<file path="config.mk">
export PLATFORM = sky130hd
export DESIGN_NAME = tt_um_cpu_handler
export DESIGN_NICKNAME = d
export VERILOG_FILES = /design/src/hdl/cpu_isa_pkg.sv /design/src/hdl/pin_bus_pkg.sv /design/src/hdl/cpu_core.sv /design/src/hdl/pin_bus_bridge.sv /design/src/hdl/tt_um_cpu_handler.sv
export VERILOG_INCLUDE_DIRS = /design/src /design/src/hdl
export SDC_FILE = /design/constraint.sdc
export NUM_CORES = 1
export LEC_CHECK = 0
export BUFFER_PORTS_ARGS = -buffer_cell sky130_fd_sc_hd__buf_2
export CAP_MARGIN = 20
export CELL_PAD_IN_SITES_DETAIL_PLACEMENT = 0
export CELL_PAD_IN_SITES_GLOBAL_PLACEMENT = 2
export CORE_MARGIN = 4
export CORE_UTILIZATION = 44
export DETAILED_ROUTE_END_ITERATION = 16
export PLACE_DENSITY_LB_ADDON = 0.1
export SLEW_MARGIN = 10
export SYNTH_ARGS = -nofsm -noshare
export SYNTH_HDL_FRONTEND = slang
export SYNTH_HIERARCHICAL = 1
export SYNTH_SLANG_ARGS = --single-unit
</file>
<file path="constraint.sdc">
create_clock -name clk -period 11.9 [get_ports clk]
set_input_delay 0 -clock clk [delete_from_list [all_inputs] [get_ports clk]]
set_output_delay 0 -clock clk [all_outputs]
set_load 0.005 [all_outputs]
</file>
<file path="src/hdl/cpu_cfg.svh">
// Widths and fixed addresses shared by the core, the bridge and the checker
// Operand is zero-extended, so data addresses stay below 2^28
`ifndef CPU_CFG_SVH
`define CPU_CFG_SVH

// Data, address and instruction width
`define CPU_WORD_BITS 32

`define CPU_OPCODE_BITS 4    // Top bits of an instruction
`define CPU_OPERAND_BITS 28  // Low bits, zero-extended to a word

// Address bit of the pin frame that marks a write
`define BUS_WRITE_BIT 31

`define CPU_RESET_PC 32'h0000_0000

`endif

</file>
<file path="src/hdl/cpu_isa_pkg.sv">
// Instruction set and core sequencing states of the accumulator CPU
// Opcodes not listed here execute as NOP
`include "cpu_cfg.svh"

package cpu_isa_pkg;

  // Opcode field in the top bits of each instruction word
  typedef enum logic [`CPU_OPCODE_BITS-1:0] {
    NOP  = 4'd0,
    LDI  = 4'd1,  // acc = operand
    LD   = 4'd2,  // acc = mem[operand]
    ST   = 4'd3,  // mem[operand] = acc
    ADD  = 4'd4,  // acc += mem[operand]
    SUB  = 4'd5,  // acc -= mem[operand]
    JMP  = 4'd6,
    JZ   = 4'd7,  // Jump when acc is zero
    HALT = 4'd8
  } opcode_t;

  // One instruction walks FETCH, EXECUTE and optionally MEMORY
  typedef enum logic [1:0] {
    FETCH   = 2'd0,
    EXECUTE = 2'd1,
    MEMORY  = 2'd2,
    HALTED  = 2'd3   // Left only by reset
  } cpu_state_t;

endpackage

</file>
<file path="src/hdl/pin_bus_pkg.sv">
// Phases of the eight-phase byte frame on the tile pins
// OUT phases drive the pins, IN phases sample uio_in
package pin_bus_pkg;

  typedef enum logic [3:0] {
    IDLE = 4'd0,
    OUT0 = 4'd1,  // Address and write-data byte 0
    OUT1 = 4'd2,
    OUT2 = 4'd3,
    OUT3 = 4'd4,
    IN0  = 4'd5,  // Read-data byte 0, may repeat on wait
    IN1  = 4'd6,
    IN2  = 4'd7,
    IN3  = 4'd8,
    DONE = 4'd9   // bus_done pulse
  } bus_phase_t;

endpackage

</file>
<file path="src/hdl/cpu_core.sv">
// Accumulator core with one outstanding bus access at a time
// Request signals are held from bus_req rising until bus_done
`timescale 1ns/1ps
`include "cpu_cfg.svh"

module cpu_core (
  input  logic                      clk,
  input  logic                      rst_n,
  input  logic                      bus_done,
  input  logic [`CPU_WORD_BITS-1:0] bus_rdata,
  output logic                      bus_req,
  output logic                      bus_we,
  output logic [`CPU_WORD_BITS-1:0] bus_addr,
  output logic [`CPU_WORD_BITS-1:0] bus_wdata
);

  cpu_isa_pkg::cpu_state_t   state;
  cpu_isa_pkg::opcode_t      opcode;
  logic [`CPU_WORD_BITS-1:0] pc;
  logic [`CPU_WORD_BITS-1:0] acc;
  logic [`CPU_WORD_BITS-1:0] instr;    // Latched at the end of the fetch
  logic [`CPU_WORD_BITS-1:0] operand;
  logic [`CPU_WORD_BITS-1:0] pc_seq;   // Fall-through address

  // Decode fields of the latched instruction
  assign opcode  = cpu_isa_pkg::opcode_t'(instr[`CPU_WORD_BITS-1 -: `CPU_OPCODE_BITS]);
  assign operand = {{(`CPU_WORD_BITS-`CPU_OPERAND_BITS){1'b0}},
                    instr[`CPU_OPERAND_BITS-1:0]};
  assign pc_seq  = pc + 4;

  always_ff @(posedge clk or negedge rst_n)
  begin
    if (!rst_n)
    begin
      state     <= cpu_isa_pkg::FETCH;
      pc        <= `CPU_RESET_PC;
      acc       <= '0;
      instr     <= '0;
      bus_req   <= 1'b0;
      bus_we    <= 1'b0;
      bus_addr  <= '0;
      bus_wdata <= '0;
    end
    else
    begin
      case (state)
        cpu_isa_pkg::FETCH:
        begin
          if (bus_done)
          begin
            instr   <= bus_rdata;
            bus_req <= 1'b0;
            state   <= cpu_isa_pkg::EXECUTE;
          end
          else
          begin
            // Instruction read at PC, stable until done
            bus_req   <= 1'b1;
            bus_we    <= 1'b0;
            bus_addr  <= pc;
            bus_wdata <= '0;
          end
        end

        cpu_isa_pkg::EXECUTE:
        begin
          case (opcode)
            cpu_isa_pkg::LDI:
            begin
              acc   <= operand;
              pc    <= pc_seq;
              state <= cpu_isa_pkg::FETCH;
            end
            cpu_isa_pkg::LD, cpu_isa_pkg::ADD, cpu_isa_pkg::SUB:
            begin
              // Operand word comes from memory
              bus_req   <= 1'b1;
              bus_we    <= 1'b0;
              bus_addr  <= operand;
              bus_wdata <= '0;
              state     <= cpu_isa_pkg::MEMORY;
            end
            cpu_isa_pkg::ST:
            begin
              bus_req   <= 1'b1;
              bus_we    <= 1'b1;
              bus_addr  <= operand;
              bus_wdata <= acc;
              state     <= cpu_isa_pkg::MEMORY;
            end
            cpu_isa_pkg::JMP:
            begin
              pc    <= operand;
              state <= cpu_isa_pkg::FETCH;
            end
            cpu_isa_pkg::JZ:
            begin
              pc    <= (acc == '0) ? operand : pc_seq;
              state <= cpu_isa_pkg::FETCH;
            end
            cpu_isa_pkg::HALT:
              state <= cpu_isa_pkg::HALTED;
            cpu_isa_pkg::NOP:
            begin
              pc    <= pc_seq;
              state <= cpu_isa_pkg::FETCH;
            end
            default:
            begin
              pc    <= pc_seq;  // Unassigned codes act as NOP
              state <= cpu_isa_pkg::FETCH;
            end
          endcase
        end

        cpu_isa_pkg::MEMORY:
        begin
          if (bus_done)
          begin
            case (opcode)
              cpu_isa_pkg::LD:  acc <= bus_rdata;
              cpu_isa_pkg::ADD: acc <= acc + bus_rdata;  // Wraps mod 2^32
              cpu_isa_pkg::SUB: acc <= acc - bus_rdata;
              default:          acc <= acc;              // ST leaves acc alone
            endcase
            bus_req <= 1'b0;
            bus_we  <= 1'b0;
            pc      <= pc_seq;
            state   <= cpu_isa_pkg::FETCH;
          end
        end

        cpu_isa_pkg::HALTED:
          state <= cpu_isa_pkg::HALTED;

        default:
          state <= cpu_isa_pkg::FETCH;
      endcase
    end
  end

endmodule

</file>
<file path="src/hdl/pin_bus_bridge.sv">
// Serializes one core access into an eight-phase byte frame, little-endian
// mem_wait repeats the current IN phase; write frames still run all IN phases
`timescale 1ns/1ps
`include "cpu_cfg.svh"

module pin_bus_bridge (
  input  logic                      clk,
  input  logic                      rst_n,
  input  logic                      bus_req,
  input  logic                      bus_we,
  input  logic [`CPU_WORD_BITS-1:0] bus_addr,
  input  logic [`CPU_WORD_BITS-1:0] bus_wdata,
  input  logic [7:0]                uio_in,
  input  logic                      mem_wait,
  output logic                      bus_done,
  output logic [`CPU_WORD_BITS-1:0] bus_rdata,
  output logic [7:0]                uo_out,
  output logic [7:0]                uio_out,
  output logic [7:0]                uio_oe
);

  pin_bus_pkg::bus_phase_t   phase;
  pin_bus_pkg::bus_phase_t   phase_next;
  logic [`CPU_WORD_BITS-1:0] frame_addr;  // Address with write flag folded in
  logic                      drive_next;  // Next phase is an OUT phase
  logic [1:0]                byte_next;
  logic                      sample;

  always_comb
  begin
    frame_addr = bus_addr;
    frame_addr[`BUS_WRITE_BIT] = bus_we;
  end

  always_comb
  begin
    case (phase)
      pin_bus_pkg::IDLE: phase_next = bus_req ? pin_bus_pkg::OUT0 : pin_bus_pkg::IDLE;
      pin_bus_pkg::OUT0: phase_next = pin_bus_pkg::OUT1;
      pin_bus_pkg::OUT1: phase_next = pin_bus_pkg::OUT2;
      pin_bus_pkg::OUT2: phase_next = pin_bus_pkg::OUT3;
      pin_bus_pkg::OUT3: phase_next = pin_bus_pkg::IN0;
      pin_bus_pkg::IN0:  phase_next = mem_wait ? pin_bus_pkg::IN0 : pin_bus_pkg::IN1;
      pin_bus_pkg::IN1:  phase_next = mem_wait ? pin_bus_pkg::IN1 : pin_bus_pkg::IN2;
      pin_bus_pkg::IN2:  phase_next = mem_wait ? pin_bus_pkg::IN2 : pin_bus_pkg::IN3;
      pin_bus_pkg::IN3:  phase_next = mem_wait ? pin_bus_pkg::IN3 : pin_bus_pkg::DONE;
      default:           phase_next = pin_bus_pkg::IDLE;  // DONE and stray codes
    endcase
  end

  // Byte lane for the pins in the coming phase
  always_comb
  begin
    drive_next = 1'b1;
    case (phase_next)
      pin_bus_pkg::OUT0: byte_next = 2'd0;
      pin_bus_pkg::OUT1: byte_next = 2'd1;
      pin_bus_pkg::OUT2: byte_next = 2'd2;
      pin_bus_pkg::OUT3: byte_next = 2'd3;
      default:
      begin
        drive_next = 1'b0;
        byte_next  = 2'd0;
      end
    endcase
  end

  // A byte is taken at the edge that ends an IN phase without wait
  assign sample = (phase inside {pin_bus_pkg::IN0, pin_bus_pkg::IN1,
                                 pin_bus_pkg::IN2, pin_bus_pkg::IN3}) && !mem_wait;

  assign bus_done = (phase == pin_bus_pkg::DONE);

  always_ff @(posedge clk or negedge rst_n)
  begin
    if (!rst_n)
    begin
      phase   <= pin_bus_pkg::IDLE;
      uo_out  <= 8'h00;
      uio_out <= 8'h00;
      uio_oe  <= 8'h00;
    end
    else
    begin
      phase   <= phase_next;
      uo_out  <= drive_next ? frame_addr[8*byte_next +: 8] : 8'h00;
      uio_out <= (drive_next && bus_we) ? bus_wdata[8*byte_next +: 8] : 8'h00;
      uio_oe  <= drive_next ? 8'hFF : 8'h00;  // Pins turn around after OUT3
    end
  end

  // Byte 0 arrives first and ends up in the low lane
  always_ff @(posedge clk)
  begin
    if (sample)
      bus_rdata <= {uio_in, bus_rdata[`CPU_WORD_BITS-1:8]};
  end

endmodule

</file>
<file path="src/hdl/tt_um_cpu_handler.sv">
// Tile top: accumulator CPU behind the eight-phase pin bus
// ui_in[0] is the memory wait input, other ui_in bits and ena are ignored
`timescale 1ns/1ps
`include "cpu_cfg.svh"

module tt_um_cpu_handler (
  input  logic [7:0] ui_in,
  output logic [7:0] uo_out,
  input  logic [7:0] uio_in,
  output logic [7:0] uio_out,
  output logic [7:0] uio_oe,   // All ones while the frame drives the pins
  input  logic       ena,
  input  logic       clk,
  input  logic       rst_n
);

  logic                      bus_req;
  logic                      bus_we;
  logic                      bus_done;
  logic [`CPU_WORD_BITS-1:0] bus_addr;
  logic [`CPU_WORD_BITS-1:0] bus_wdata;
  logic [`CPU_WORD_BITS-1:0] bus_rdata;
  logic                      unused_inputs;

  cpu_core u_core (
    .clk       (clk),
    .rst_n     (rst_n),
    .bus_done  (bus_done),
    .bus_rdata (bus_rdata),
    .bus_req   (bus_req),
    .bus_we    (bus_we),
    .bus_addr  (bus_addr),
    .bus_wdata (bus_wdata)
  );

  pin_bus_bridge u_bridge (
    .clk       (clk),
    .rst_n     (rst_n),
    .bus_req   (bus_req),
    .bus_we    (bus_we),
    .bus_addr  (bus_addr),
    .bus_wdata (bus_wdata),
    .uio_in    (uio_in),
    .mem_wait  (ui_in[0]),
    .bus_done  (bus_done),
    .bus_rdata (bus_rdata),
    .uo_out    (uo_out),
    .uio_out   (uio_out),
    .uio_oe    (uio_oe)
  );

  // Tile inputs with no function in this design
  assign unused_inputs = &{ena, ui_in[7:1], 1'b0};

endmodule

</file>
==> metrics.md <==
| Metric | Value |
|---|---|
| Global-route wire length before repair | 56.5 mm |
| WS Path Type | flop to flop |
| Max Transition Viols Final | 0 |
| Fin Setup TNS | 0 ns |
| Clock slew at reported path FFs | 0.06 ns |
| YS warnings | 6 |
| Clock sink count | 215 |
| Maxcap violations | 0 |
| Max frequency | 194 MHz |
| Setup bufs post-CTS | 0 |
| Synth Instances | 1341 |
| Fin crit share | 0.433 |
| Port bufs | 34 |
| Fin Clk Skew | 0.0110 ns |
| Worst-Skew Late Latency | 0.51 ns |
| Routed wire per std cell | 20.5 um |
| Hold crit path type | input pin to asynchronous set/reset pin |
| Overflow after GRT | 0 |
| Syn nets | 1399 |
| CP required | 12.29 ns |
| Average size of a mapped cell | 9.37 um^2 |
| Peak supply drop | 0.148 mV |
| Share of cells above drive strength 1 | 0.117 |
| Area delta synth->final | 9.72% |
| First DRT Iteration DRCs | 650 |
| Status | completed |
| Antenna violations before repair | 0 |
| Pin count of the biggest net entering global routing | 78 |
| Die Wd | 177 um |
| CP Capture Type | flop |
| Pwr per Cell Area | 257 nW/um^2 |
| Clock Path Buffers | 3 |
| DIE AREA | 31300 um^2 |
| Root buffer cell | clkbuf_16 |
| Initial cell density of the core | 0.449 |
| Crit path max fanout | 16 |
| Number of global-route vias before repair | 9702 |
| Tmin final | 5.16 ns |
| GRT Overall Usage | 0.229 |
| Placed cells | 1681 |
| DRC errors left | 0 |
| Post-synthesis cell area | 12600 um^2 |
| P_leak | 6.04 nW |
| RSZ-0062 raised after global routing | false |
| Antenna Cells | 0 |
| Via Count | 9776 |
| Setup violations, final | 0 |
| H-tree Lvls | 1 |
| CTS Buf Count | 25 |
| Post-DP HPWL | 25.2 mm |
| Actual slew at the worst max-slew pin | 1.03 ns |
| Worst Path Arrival | 5.55 ns |
| Via density | 5.64 |
| Worst relative slew slack | 0.308 |
| Hold Fails Final Rpt | 0 |
| TritonCTS clock tree | done |
| Rows | 61 |
| GPL Wtd Cong | 0.850 |
| CP startpoint kind | flop |
| Chip height | 177 um |
| # IOs | 43 |
| DRT Pass-1 Iters | 5 |
| Routed Antenna Nets | 0 |
| Overall Power | 3.54 mW |
| Layout Cells excl Fill | 1734 |
| Post-Route WL | 35.5 mm |
| Nets | 1398 |
| Core area | 28000 um^2 |
layout make-up:
class                           instances  area, um^2
Inverter                               20        75.1
Sequential cell                       215        5540
Timing Repair Buffer                   60         399
Fill cell                            2715       14200
Clock inverter                          9        96.3
Multi-Input combinational cell       1018        6550
Clock buffer                           34         659
Tap cell                              378         473
sequential cells by signal, indices dropped and copies added, names as in the netlist:
| register | flops |
|---|---|
| u_bridge/uo_out | 8 |
| u_core/bus_addr | 31 |
| u_core/state | 2 |
| u_core/pc | 31 |
| u_bridge/uio_out | 8 |
| u_core/bus_wdata | 32 |
| u_core/bus_req | 1 |
| u_bridge/bus_rdata | 32 |
| u_core/instr | 32 |
| u_core/bus_we | 1 |
| u_bridge/phase | 4 |
| u_bridge/uio_oe | 1 |
| u_core/acc | 32 |
where the power goes:
group	total, mW	internal [mW]	switching [mW]
clock network	0.723	0.429	0.294
registers	1.27	0.967	0.305
logic	1.55	0.585	0.962
total	3.54	1.98	1.56
final timing paths:
kind	start	to	slack, ns	cells past startpoint
hold / removal	rst_n	u_bridge/uo_out[5]	0.10	2
max in group asynchronous	rst_n	u_core/pc[15]	10.54	3
setup reg to reg	u_core/instr[30]	u_core/acc[30]	6.74	16
setup / recovery	u_core/instr[30]	u_core/acc[30]	6.74	16
min in group clk	uio_in[2]	u_bridge/bus_rdata[26]	0.20	2
hold reg to reg	u_core/pc[30]	u_core/pc[30]	0.47	1
critical path, cell delays in order (launching register included):
cell and delay (ns):
dfrtp_1 0.47, nor2b_1 0.28, nor2b_2 0.19, buf_4 0.28, nand2_1 0.51, o21ai_0 0.30
xor2_1 0.18, ha_1 0.33, a21oi_2 0.23, o221ai_2 0.16, o21a_1 0.24, a2111oi_0 0.82
o21ai_1 0.20, o211a_2 0.22, a221oi_1 0.35, xor2_1 0.18, o21ai_1 0.07
stage by stage:
| step | hold slack (ns) | instance area (um^2) | utilization | worst slack, ns |
|---|---|---|---|---|
| CTS | 0.112 | 13800 | 0.492 | 6.76 |
| detailed placement | 0.0820 | 12900 | 0.462 | 6.79 |
| global route | 0.153 | 13800 | 0.492 | 6.45 |
| global placement | 0.0792 | 12900 | 0.462 | 6.74 |
| floorplan | -0.296 | 12600 | - | 7.97 |
| finish | 0.102 | 13800 | 0.492 | 6.74 |
metal layers:
metal  GRT usage  part of all wire  vias to the layer above
met1       0.340              0.49                     4724
met5           0                 0                        -
met3      0.0256             0.034                       45
met2       0.354              0.44                      168
li1            -                 -                     4839
met4      0.0654             0.031                        0
placed cells by master, fill, tap and decap left out, types with 9 or more instances in the layout:
| cell | n |
|---|---|
| clkbuf_16 | 25 |
| a22oi_1 | 11 |
| and3_1 | 10 |
| o211ai_1 | 10 |
| edfxtp_1 | 32 |
| o21bai_1 | 9 |
| dlygate4sd3_1 | 10 |
| o31ai_1 | 9 |
| nor2_1 | 58 |
| a31oi_1 | 9 |
| mux2i_1 | 42 |
| nand4_1 | 16 |
| inv_1 | 18 |
| nand2_1 | 196 |
| nor3_1 | 18 |
| buf_2 | 33 |
| nand3_1 | 29 |
| buf_4 | 16 |
| or3_1 | 12 |
| mux2_2 | 35 |
| clkbuf_1 | 9 |
| o21ai_0 | 99 |
| nand2b_1 | 19 |
| ha_1 | 37 |
| xor2_1 | 35 |
| dfrtp_1 | 183 |
| nor2b_1 | 13 |
| o21ai_1 | 51 |
| and2_1 | 10 |
| nor4_1 | 9 |
| a21oi_1 | 114 |
| xnor2_1 | 30 |
| a21o_1 | 19 |
what timing repair did:
item | CTS | global route
hold buffers | 10 | 0
hold endpoints to repair | 87 | 0
gates resized for setup | 0 | 0
(Power assumes the default switching activity.)
